`src/hw/dfp_pkg.sv`:
```
`default_nettype none

package dfp_pkg;

	// ==============================
	// dfp32 format
	// ==============================
	localparam int int_width  = 32;  // operand width
	localparam int bcd_digits = 10;  // digits out of the binary to bcd step
	localparam int sig_digits = 6;   // significand digits, read as d.ddddd
	localparam int exp_width  = 7;
	localparam int exp_bias   = 64;

	// ==============================
	// register map
	// ==============================
	localparam logic [3:0] reg_operand = 4'h0;  // write only
	localparam logic [3:0] reg_control = 4'h4;  // a write queues a request
	localparam logic [3:0] reg_status  = 4'h8;  // bit 0 result valid, bit 1 queue full
	localparam logic [3:0] reg_result  = 4'hC;  // read pops the held result

	// control word layout
	localparam int ctl_signed_bit = 0;  // 1 = operand is two's complement
	localparam int ctl_rm_lsb     = 1;  // rounding mode in bits 3:1

	// rounding modes, 5..7 fall back to nearest even
	localparam logic [2:0] rm_nearest_even = 3'd0;
	localparam logic [2:0] rm_truncate     = 3'd1;
	localparam logic [2:0] rm_up           = 3'd2;  // toward +inf
	localparam logic [2:0] rm_down         = 3'd3;  // toward -inf
	localparam logic [2:0] rm_away         = 3'd4;  // away from zero

	localparam int fifo_depth = 4;  // request queue entries

	// axi responses
	localparam logic [1:0] resp_okay   = 2'b00;
	localparam logic [1:0] resp_slverr = 2'b10;

	// ==============================
	// types
	// ==============================
	typedef struct packed {
		logic [int_width-1:0] operand;
		logic                 is_signed;
		logic [2:0]           rm;
	} dfp_req_t;

	typedef struct packed {
		logic                          sign;
		logic [exp_width-1:0]          exp;  // biased by exp_bias
		logic [sig_digits-1:0][3:0]    sig;  // digit 5 is the leading one
	} dfp32_fields_t;

	// converter fills the fields, the bus side only sees a word
	typedef union packed {
		logic [31:0]   raw;
		dfp32_fields_t f;
	} dfp32_u;

	typedef struct packed {
		logic [3:0] addr;
	} axil_aw_t;

	typedef struct packed {
		logic [31:0] data;
		logic [3:0]  strb;
	} axil_w_t;

	typedef struct packed {
		logic [1:0] resp;
	} axil_b_t;

	typedef struct packed {
		logic [3:0] addr;
	} axil_ar_t;

	typedef struct packed {
		logic [31:0] data;
		logic [1:0]  resp;
	} axil_r_t;

endpackage

`default_nettype wire
```
`src/hw/dfp_convert_top.sv`:
```
`timescale 1ns/10ps
`default_nettype none

module dfp_convert_top import dfp_pkg::*; (
	input  logic     clk,
	input  logic     reset,
	// write channels
	input  axil_aw_t aw,
	input  logic     awvalid,
	output logic     awready,
	input  axil_w_t  w,
	input  logic     wvalid,
	output logic     wready,
	output axil_b_t  b,
	output logic     bvalid,
	input  logic     bready,
	// read channels
	input  axil_ar_t ar,
	input  logic     arvalid,
	output logic     arready,
	output axil_r_t  r,
	output logic     rvalid,
	input  logic     rready
);

	dfp_req_t push_req;    // register block -> queue
	logic     push_valid;
	logic     push_ready;
	dfp_req_t pop_req;     // queue -> converter
	logic     pop_valid;
	logic     pop_ready;
	dfp32_u   res;         // converter -> register block
	logic     res_valid;
	logic     res_ready;

	dfp_axil_regs u_regs (
		.clk       (clk),
		.reset     (reset),
		.aw        (aw),
		.awvalid   (awvalid),
		.awready   (awready),
		.w         (w),
		.wvalid    (wvalid),
		.wready    (wready),
		.b         (b),
		.bvalid    (bvalid),
		.bready    (bready),
		.ar        (ar),
		.arvalid   (arvalid),
		.arready   (arready),
		.r         (r),
		.rvalid    (rvalid),
		.rready    (rready),
		.req       (push_req),
		.req_valid (push_valid),
		.req_ready (push_ready),
		.res       (res),
		.res_valid (res_valid),
		.res_ready (res_ready)
	);

	dfp_req_fifo u_fifo (
		.clk       (clk),
		.reset     (reset),
		.in_data   (push_req),
		.in_valid  (push_valid),
		.in_ready  (push_ready),
		.out_data  (pop_req),
		.out_valid (pop_valid),
		.out_ready (pop_ready)
	);

	dfp_int_convert u_conv (
		.clk       (clk),
		.reset     (reset),
		.req       (pop_req),
		.req_valid (pop_valid),
		.req_ready (pop_ready),
		.res       (res),
		.res_valid (res_valid),
		.res_ready (res_ready)
	);

endmodule

`default_nettype wire

```
`src/hw/dfp_int_convert.sv`:
```
`timescale 1ns/10ps
`default_nettype none

module dfp_int_convert import dfp_pkg::*; (
	input  logic     clk,
	input  logic     reset,
	// request side
	input  dfp_req_t req,
	input  logic     req_valid,
	output logic     req_ready,
	// result side
	output dfp32_u   res,
	output logic     res_valid,
	input  logic     res_ready
);

	typedef enum logic [2:0] {
		s_idle,   // waiting for a request
		s_load,   // magnitude into bin_to_bcd
		s_wait,   // bcd conversion running
		s_round,  // aligned digits held
		s_pack,   // rounded digits held
		s_out     // result offered
	} state_t;

	state_t                      state;
	dfp_req_t                    req_q;
	logic                        sign;
	logic [int_width-1:0]        mag;
	logic                        bcd_load;
	logic                        bcd_done;
	logic [4*bcd_digits-1:0]     bcd;

	// normalize
	logic [3:0]                  lz;       // leading zero digits
	logic                        lz_found;
	logic [3:0]                  n;        // significant digits
	logic [4*bcd_digits-1:0]     norm;     // leading digit at the top
	logic [exp_width-1:0]        exp_n;

	// aligned stage
	logic [sig_digits-1:0][3:0]  sig_a;
	logic [3:0]                  r_a;      // first dropped digit
	logic                        s_a;      // sticky, rest of the dropped digits
	logic [exp_width-1:0]        exp_a;
	logic                        zero_a;

	// round
	logic                        inexact;
	logic                        ne_up;
	logic                        rnd;
	logic [sig_digits-1:0][3:0]  sig_inc;
	logic                        carry;

	// rounded stage
	logic [sig_digits-1:0][3:0]  sig_r;
	logic [exp_width-1:0]        exp_r;
	logic                        zero_r;

	assign req_ready = state == s_idle;
	assign res_valid = state == s_out;

	// sign only counts for signed operands
	assign sign = req_q.is_signed && req_q.operand[int_width-1];
	assign mag  = sign ? -req_q.operand : req_q.operand;

	assign bcd_load = state == s_load;

	bin_to_bcd u_b2b (
		.clk   (clk),
		.reset (reset),
		.load  (bcd_load),
		.bin   (mag),
		.bcd   (bcd),
		.done  (bcd_done)
	);

	// ==============================
	// normalize
	// ==============================
	always_comb begin
		lz       = '0;
		lz_found = 1'b0;
		for (int i = bcd_digits - 1; i >= 0; i--) begin
			if (!lz_found && bcd[4*i +: 4] == 4'd0)
				lz = lz + 1'b1;
			else
				lz_found = 1'b1;
		end
	end

	assign n     = 4'(bcd_digits) - lz;        // zero input gives 0
	assign norm  = bcd << {lz, 2'b00};         // lz whole digits
	assign exp_n = exp_width'(exp_bias - 1) + exp_width'(n);

	// ==============================
	// round
	// ==============================
	assign inexact = (r_a != 4'd0) || s_a;
	// ties go to an even last digit
	assign ne_up = (r_a > 4'd5) || (r_a == 4'd5 && (s_a || sig_a[0][0]));

	always_comb begin
		case (req_q.rm)
			rm_nearest_even: rnd = ne_up;
			rm_truncate:     rnd = 1'b0;
			rm_up:           rnd = inexact && !sign;  // magnitude grows only for positives
			rm_down:         rnd = inexact && sign;
			rm_away:         rnd = inexact;
			default:         rnd = ne_up;
		endcase
	end

	// bcd increment, carry ripples through nines
	always_comb begin
		carry = rnd;
		for (int i = 0; i < sig_digits; i++) begin
			if (carry && sig_a[i] == 4'd9) begin
				sig_inc[i] = 4'd0;
			end else begin
				sig_inc[i] = sig_a[i] + {3'd0, carry};
				carry      = 1'b0;
			end
		end
	end

	// ==============================
	// control
	// ==============================
	always_ff @(posedge clk) begin
		if (reset) begin
			state <= s_idle;
		end else begin
			case (state)
				s_idle:  if (req_valid) state <= s_load;
				s_load:  state <= s_wait;
				s_wait:  if (bcd_done) state <= s_round;
				s_round: state <= s_pack;
				s_pack:  state <= s_out;
				s_out:   if (res_ready) state <= s_idle;  // hold until taken
				default: state <= s_idle;
			endcase
		end
	end

	// datapath registers
	always_ff @(posedge clk) begin
		if (state == s_idle && req_valid)
			req_q <= req;
		if (state == s_wait && bcd_done) begin
			sig_a  <= norm[4*bcd_digits-1 -: 4*sig_digits];
			r_a    <= norm[4*(bcd_digits-sig_digits)-1 -: 4];
			s_a    <= |norm[4*(bcd_digits-sig_digits)-5:0];  // zero when n <= 6
			exp_a  <= exp_n;
			zero_a <= n == 4'd0;
		end
		if (state == s_round) begin
			zero_r <= zero_a;
			if (carry) begin
				// 999999 rolled over, renormalize to 100000
				sig_r                 <= '0;
				sig_r[sig_digits-1]   <= 4'd1;
				exp_r                 <= exp_a + 1'b1;
			end else begin
				sig_r <= sig_inc;
				exp_r <= exp_a;
			end
		end
		if (state == s_pack) begin
			if (zero_r) begin
				res.raw <= '0;  // zero is the all-zero word
			end else begin
				res.f.sign <= sign;
				res.f.exp  <= exp_r;
				res.f.sig  <= sig_r;
			end
		end
	end

endmodule

`default_nettype wire

```
`src/hw/dfp_req_fifo.sv`:
```
`timescale 1ns/10ps
`default_nettype none

module dfp_req_fifo import dfp_pkg::*; (
	input  logic     clk,
	input  logic     reset,
	// push side
	input  dfp_req_t in_data,
	input  logic     in_valid,
	output logic     in_ready,
	// pop side
	output dfp_req_t out_data,
	output logic     out_valid,
	input  logic     out_ready
);

	dfp_req_t                        mem [fifo_depth];
	logic [$clog2(fifo_depth)-1:0]   wr_ptr;  // wraps on its own, depth is a power of two
	logic [$clog2(fifo_depth)-1:0]   rd_ptr;
	logic [$clog2(fifo_depth):0]     count;   // 0..fifo_depth
	logic                            push;
	logic                            pop;

	assign in_ready  = count != ($clog2(fifo_depth) + 1)'(fifo_depth);
	assign out_valid = count != '0;
	assign out_data  = mem[rd_ptr];  // head entry

	assign push = in_valid && in_ready;
	assign pop  = out_valid && out_ready;

	always_ff @(posedge clk) begin
		if (reset) begin
			wr_ptr <= '0;
			rd_ptr <= '0;
			count  <= '0;
		end else begin
			if (push)
				wr_ptr <= wr_ptr + 1'b1;
			if (pop)
				rd_ptr <= rd_ptr + 1'b1;
			case ({push, pop})
				2'b10:   count <= count + 1'b1;
				2'b01:   count <= count - 1'b1;
				default: ;  // both or neither, occupancy unchanged
			endcase
		end
	end

	always_ff @(posedge clk) begin
		if (push)
			mem[wr_ptr] <= in_data;
	end

endmodule

`default_nettype wire

```
`src/hw/dfp_axil_regs.sv`:
```
`timescale 1ns/10ps
`default_nettype none

module dfp_axil_regs import dfp_pkg::*; (
	input  logic     clk,
	input  logic     reset,
	// write channels
	input  axil_aw_t aw,
	input  logic     awvalid,
	output logic     awready,
	input  axil_w_t  w,
	input  logic     wvalid,
	output logic     wready,
	output axil_b_t  b,
	output logic     bvalid,
	input  logic     bready,
	// read channels
	input  axil_ar_t ar,
	input  logic     arvalid,
	output logic     arready,
	output axil_r_t  r,
	output logic     rvalid,
	input  logic     rready,
	// request push
	output dfp_req_t req,
	output logic     req_valid,
	input  logic     req_ready,
	// result in
	input  dfp32_u   res,
	input  logic     res_valid,
	output logic     res_ready
);

	logic [int_width-1:0] operand;     // last written operand
	dfp32_u               hold;        // one-deep result holder
	logic                 hold_valid;
	logic                 ctl_sel;     // write targets the control register
	logic                 full_word;   // only full-word writes update registers
	logic                 wr_start;
	logic                 wr_fire;
	logic                 rd_start;
	logic                 rd_fire;
	logic [31:0]          rd_data;
	logic [1:0]           rd_resp;

	// ==============================
	// write path
	// ==============================
	assign ctl_sel   = aw.addr == reg_control;
	assign full_word = &w.strb;

	// both channels together, no response outstanding,
	// control writes stall while the queue has no room
	assign wr_start = awvalid && wvalid && !awready && !bvalid && (!ctl_sel || req_ready);
	assign wr_fire  = awvalid && awready && wvalid && wready;

	always_ff @(posedge clk) begin
		if (reset) begin
			awready <= 1'b0;
			wready  <= 1'b0;
			bvalid  <= 1'b0;
		end else begin
			awready <= wr_start;  // one-cycle ready pulse
			wready  <= wr_start;
			if (wr_fire)
				bvalid <= 1'b1;
			else if (bvalid && bready)
				bvalid <= 1'b0;
		end
	end

	assign b = '{resp: resp_okay};  // every write completes

	always_ff @(posedge clk) begin
		if (wr_fire && full_word && aw.addr == reg_operand)
			operand <= w.data;
	end

	// control write pushes straight into the queue on the handshake cycle,
	// room was checked when the write was accepted
	assign req.operand   = operand;
	assign req.is_signed = w.data[ctl_signed_bit];
	assign req.rm        = w.data[ctl_rm_lsb +: 3];
	assign req_valid     = wr_fire && full_word && ctl_sel;

	// ==============================
	// result holder
	// ==============================
	assign res_ready = !hold_valid;

	always_ff @(posedge clk) begin
		if (reset)
			hold_valid <= 1'b0;
		else if (rd_fire && ar.addr == reg_result && hold_valid)
			hold_valid <= 1'b0;  // read frees it
		else if (res_valid && res_ready)
			hold_valid <= 1'b1;
	end

	always_ff @(posedge clk) begin
		if (res_valid && res_ready)
			hold <= res;
	end

	// ==============================
	// read path
	// ==============================
	assign rd_start = arvalid && !arready && !rvalid;
	assign rd_fire  = arvalid && arready;

	always_comb begin
		rd_data = '0;
		rd_resp = resp_okay;  // unmapped addresses read as zero
		case (ar.addr)
			reg_status: rd_data = {30'd0, !req_ready, hold_valid};
			reg_result: begin
				if (hold_valid)
					rd_data = hold.raw;
				else
					rd_resp = resp_slverr;  // nothing to read
			end
			default: ;
		endcase
	end

	always_ff @(posedge clk) begin
		if (reset) begin
			arready <= 1'b0;
			rvalid  <= 1'b0;
		end else begin
			arready <= rd_start;
			if (rd_fire)
				rvalid <= 1'b1;
			else if (rvalid && rready)
				rvalid <= 1'b0;
		end
	end

	always_ff @(posedge clk) begin
		if (rd_fire)
			r <= '{data: rd_data, resp: rd_resp};
	end

endmodule

`default_nettype wire

```
`src/hw/bin_to_bcd.sv`:
```
`timescale 1ns/10ps
`default_nettype none

module bin_to_bcd import dfp_pkg::*; (
	input  logic                    clk,
	input  logic                    reset,
	input  logic                    load,
	input  logic [int_width-1:0]    bin,
	output logic [4*bcd_digits-1:0] bcd,
	output logic                    done
);

	logic [int_width-1:0]    sh;    // binary bits not yet shifted in
	logic [4*bcd_digits-1:0] adj;   // digits after the add-3 step
	logic [4:0]              cnt;   // shifts done after the load shift
	logic                    busy;

	// double dabble, any digit >= 5 gets +3 before the shift
	always_comb begin
		for (int i = 0; i < bcd_digits; i++) begin
			if (bcd[4*i +: 4] >= 4'd5)
				adj[4*i +: 4] = bcd[4*i +: 4] + 4'd3;
			else
				adj[4*i +: 4] = bcd[4*i +: 4];
		end
	end

	always_ff @(posedge clk) begin
		if (reset) begin
			busy <= 1'b0;
			done <= 1'b0;
			cnt  <= '0;
		end else if (load) begin
			busy <= 1'b1;
			done <= 1'b0;  // result no longer stable
			cnt  <= '0;
		end else if (busy) begin
			cnt <= cnt + 1'b1;
			// load edge did the first shift, 31 more here
			if (cnt == 5'(int_width - 2)) begin
				busy <= 1'b0;
				done <= 1'b1;
			end
		end
	end

	always_ff @(posedge clk) begin
		if (load) begin
			bcd <= (4*bcd_digits)'(bin[int_width-1]);  // msb goes in right away
			sh  <= bin << 1;
		end else if (busy) begin
			bcd <= {adj[4*bcd_digits-2:0], sh[int_width-1]};
			sh  <= sh << 1;
		end
	end

endmodule

`default_nettype wire

```
`config.mk`:
```
export PLATFORM = sky130hd
export DESIGN_NAME = dfp_convert_top
export DESIGN_NICKNAME = d
export VERILOG_FILES = /design/src/hw/dfp_pkg.sv /design/src/hw/dfp_convert_top.sv /design/src/hw/dfp_int_convert.sv /design/src/hw/dfp_req_fifo.sv /design/src/hw/dfp_axil_regs.sv /design/src/hw/bin_to_bcd.sv
export SDC_FILE = /design/constraint.sdc
export NUM_CORES = 1
export LEC_CHECK = 0
export ABC_AREA = 1
export BUFFER_PORTS_ARGS = -buffer_cell sky130_fd_sc_hd__buf_2
export CAP_MARGIN = 5
export CORE_MARGIN = 3
export CORE_UTILIZATION = 30
export CTS_CLUSTER_SIZE = 16
export DETAILED_ROUTE_END_ITERATION = 16
export PLACE_DENSITY = 0.43
export SYNTH_ARGS = -nofsm -noshare
export SYNTH_HDL_FRONTEND = slang
export SYNTH_HIERARCHICAL = 1
export SYNTH_SLANG_ARGS = --single-unit
```
`constraint.sdc`:
```
create_clock -name clk -period 4.89 [get_ports clk]
set_clock_uncertainty 0.1 [all_clocks]
set_input_delay 0.489 -clock clk [delete_from_list [all_inputs] [get_ports clk]]
set_output_delay 0.489 -clock clk [all_outputs]
set_load 0.01 [all_outputs]
```
==> results.yml <==
status:
  status: "completed"
yosys:
  syn-cell-area_mm2: 0.0217
  synth.distinct_cells: 55
  syn-mean-instance-area_um2: 10.3
  yosysTopAreaCellShare: 0.568
  synth-async-reset-ratio: 0
  ys_seq_area_frac: 0.626
  synth.ff_latch_count: 473
  synthTopCellsByArea: "edfxtp_1 (57%), nand2_1 (8.5%), dfxtp_1 (5.8%), nor2_1 (4.2%), inv_1 (3.5%)"
  syn_inst: 2100
  synth_top_area_cell: "edfxtp_1"
  synth_edf_count: 410
  ys.flop_type: "edfxtp_1"
  yosysWarnings: 6
finish:
  area_delta_synth_final_pct: 18.9
  fin_area_mm2: 0.0258
  multi_input_area_mm2: 0.00712
  layout-drive-gt1-share: 0.174
  seqCellArea_mm2: 0.0136
  fill_cells: 7052
  nets: 2369
route:
  dr.pass1.iters: 5
  wire_per_inst_um: 14.9
  drc: 0
  initialDrtViolationCount: 758
  wl_um: 48300
  avgViaCountPerCell: 4.46
  ant_nets: 0
  vias: 14500
worst_setup_path:
  cp_data_required_time_ns: 5.12
  endpoint_kind: "flip-flop"
  start_kind: "flip-flop"
  critPathSlowestCell: "dfxtp_2"
  path_class: "flip-flop to flip-flop"
  crit_fanout: 5
  slowest_delay_ns: 0.33
  arrival_ns: 4.92
  crit_top_cell: "nand2_2"
flow_run:
  cap_violations: 0
sta:
  worst_slew_pin_slew_ns: 1.14
  hold_viol_final: 0
  rsz0062_at_grt: "yes"
  min_period_over_period: 0.960
  whs_ns: 0.0496
  min_period_ns: 4.69
  setup_viol: 0
  drv_slew: 0
  max_clock_freq_ghz: 0.213
  final.setup.worst_slack_ns: 0.198
  slew_headroom: 0.240
  fin_setup_tns_ns: 0
floorplan:
  core_mm2: 0.0709
  die_w_um: 275
  io_pins: 92
  die_area_mm2: 0.0756
  die_y_um: 275
  std_cell_rows: 97
  initial_core_util: 0.306
global_route:
  track_usage: 0.127
  gr-total-overflow: 0
  grt_max_degree: 73
  antenna_found_initial: 0
  grt_pass1_wl_um: 76300
  first_global_vias: 14400
clocking:
  insertion_delay_ns: 0.59
  clockBufferDepth: 3
  cts_root_buf: "clkbuf_16"
  cts_htree_levels: 2
  clk_pin_slew_ns: 0.06
  cts.sinks: 473
  cts_buffers: 54
  cts_tree: "built"
placement:
  numPortBuffers: 88
  dp_slack_ns: -0.0386
  place_area_mm2: 0.0233
  dp_hpwl_um: 31700
  globalplace.congestion: 0.867
power_and_ir_drop:
  leakage_nw: 10.0
  peakVddDrop_mv: 0.354
  power.density_mw_per_mm2: 490
min_path:
  hp-class: "primary input to flip-flop"
[worst max-delay path, delay by kind of cell (launching register included)]
family	cells	cell delay, ns
DFF	1	0.33
and+or+nand+nor	21	1.79
AOI/OAI and AO/OA	2	0.11
adders and majority gates	6	1.40
buffers and inverters	8	0.50
xor gates and xnor gates	1	0.19
[synth_stat cells (all sizes together), types with 20 or more instances]
| cell type | count |
|---|---|
| a21oi | 21 |
| buf | 68 |
| dfxtp | 63 |
| edfxtp | 410 |
| ha | 50 |
| inv | 221 |
| nand2 | 513 |
| nand3 | 133 |
| nor2 | 288 |
| nor3 | 20 |
| o21ai | 169 |
| o22ai | 36 |
| xor2 | 34 |
[stage by stage]
stage | utilization | cells | power (mW)
detailed placement | 0.329 | 3110 | 8.67
finish | 0.364 | 3252 | 12.6
global route | 0.364 | 3251 | 13.4
CTS | 0.358 | 3241 | 12.6
floorplan | - | 2102 | 7.79
global placement | 0.329 | 3110 | 8.63
[state kept, by name, indices dropped and copies added, names as in the netlist, 4 cells and up, named ones only]
signal and count:
u_regs/operand 32, u_conv/sig_r 24, u_conv/req_q 36, u_conv/r_a 4, u_conv/u_b2b/sh 31, u_conv/u_b2b/cnt 5, u_conv/exp_a 7, u_conv/u_b2b/bcd 40
u_regs/r 33, u_fifo/mem 144, u_regs/hold 32, u_conv/sig_a 24, u_conv/res 32, u_conv/exp_r 7
[cell usage in the layout (no fill, tap or decap), types with 3 or more instances in the layout]
master and n:
nand2_4 16, nand3_1 121, buf_12 4, clkbuf_1 13, xnor2_1 16, nand2_2 24
edfxtp_1 410, clkbuf_16 59, nand3_2 10, nor2_4 19, a21oi_1 19, o21ai_2 11
nand4_1 10, inv_2 15, xor2_1 33, buf_2 88, nor3_2 4, inv_6 4
nor3_1 16, clkinv_1 15, nor2_1 229, a211oi_1 3, o21ai_1 90, nor2_2 38
ha_1 44, conb_1 3, clkinv_2 11, dfxtp_1 54, nor3b_2 4, inv_1 202
o22ai_1 36, o21ai_0 68, nand2_1 471, ha_4 6, dfxtp_2 9, buf_4 57
nor4_1 10, dlygate4sd3_1 30, bufinv_16 3
[report_power, final]
group | leakage, nW | total (mW) | internal [mW] | switching (mW)
sequential | 4.19 | 5.27 | 4.98 | 0.293
combinational | 4.99 | 3.50 | 1.17 | 2.33
clock | 0.836 | 3.86 | 2.26 | 1.60
[logic make-up after synthesis]
kind of cell	count (synthesis)	synth area share
other cells	1	0.000173
fa+ha+maj	51	0.0298
flops	473	0.626
simple gates	992	0.201
buf+inv	298	0.0647
mux	1	0.000461
xor+xnor	50	0.0202
compound gates	234	0.0578
[timing repair]
item,in CTS,in global routing
pin swaps,4,35
setup buffers,1,7
gates resized for setup,8,72
gates cloned,0,4
setup endpoints to repair,23,36
hold endpoints to repair,38,0
hold buffers,30,0
[per-layer routing]
layer | routed length, um | track usage
met5 | 0 | 0
met2 | 24500 | 0.232
met1 | 21100 | 0.154
met4 | 1150 | 0.0379
met3 | 1570 | 0.0207
[path summary, 6_finish.rpt]
kind / startpoint / to / slack (ns) / depth (start not counted)
worst max-delay path: u_conv/u_b2b/bcd[35] / u_conv/sig_a[14] / 0.20 / 38
worst min-delay path: w[5] / u_regs/operand[1] / 0.05 / 1
worst min register to register: u_conv/res[14] / u_regs/hold[14] / 0.31 / 0
worst max register to register: u_conv/u_b2b/bcd[35] / u_conv/sig_a[14] / 0.20 / 38
[layout make-up]
type | count | area share
Clock inverter | 30 | 0.00931
Sequential cell | 473 | 0.527
Inverter | 224 | 0.0338
Timing Repair Buffer | 182 | 0.0513
Multi-Input combinational cell | 1331 | 0.276
Tap cell | 940 | 0.0456
Timing Repair inverter | 1 | 0.000340
Antenna cell | 1 | 0.0000970
Clock buffer | 70 | 0.0568
(Power assumes the default switching activity.)
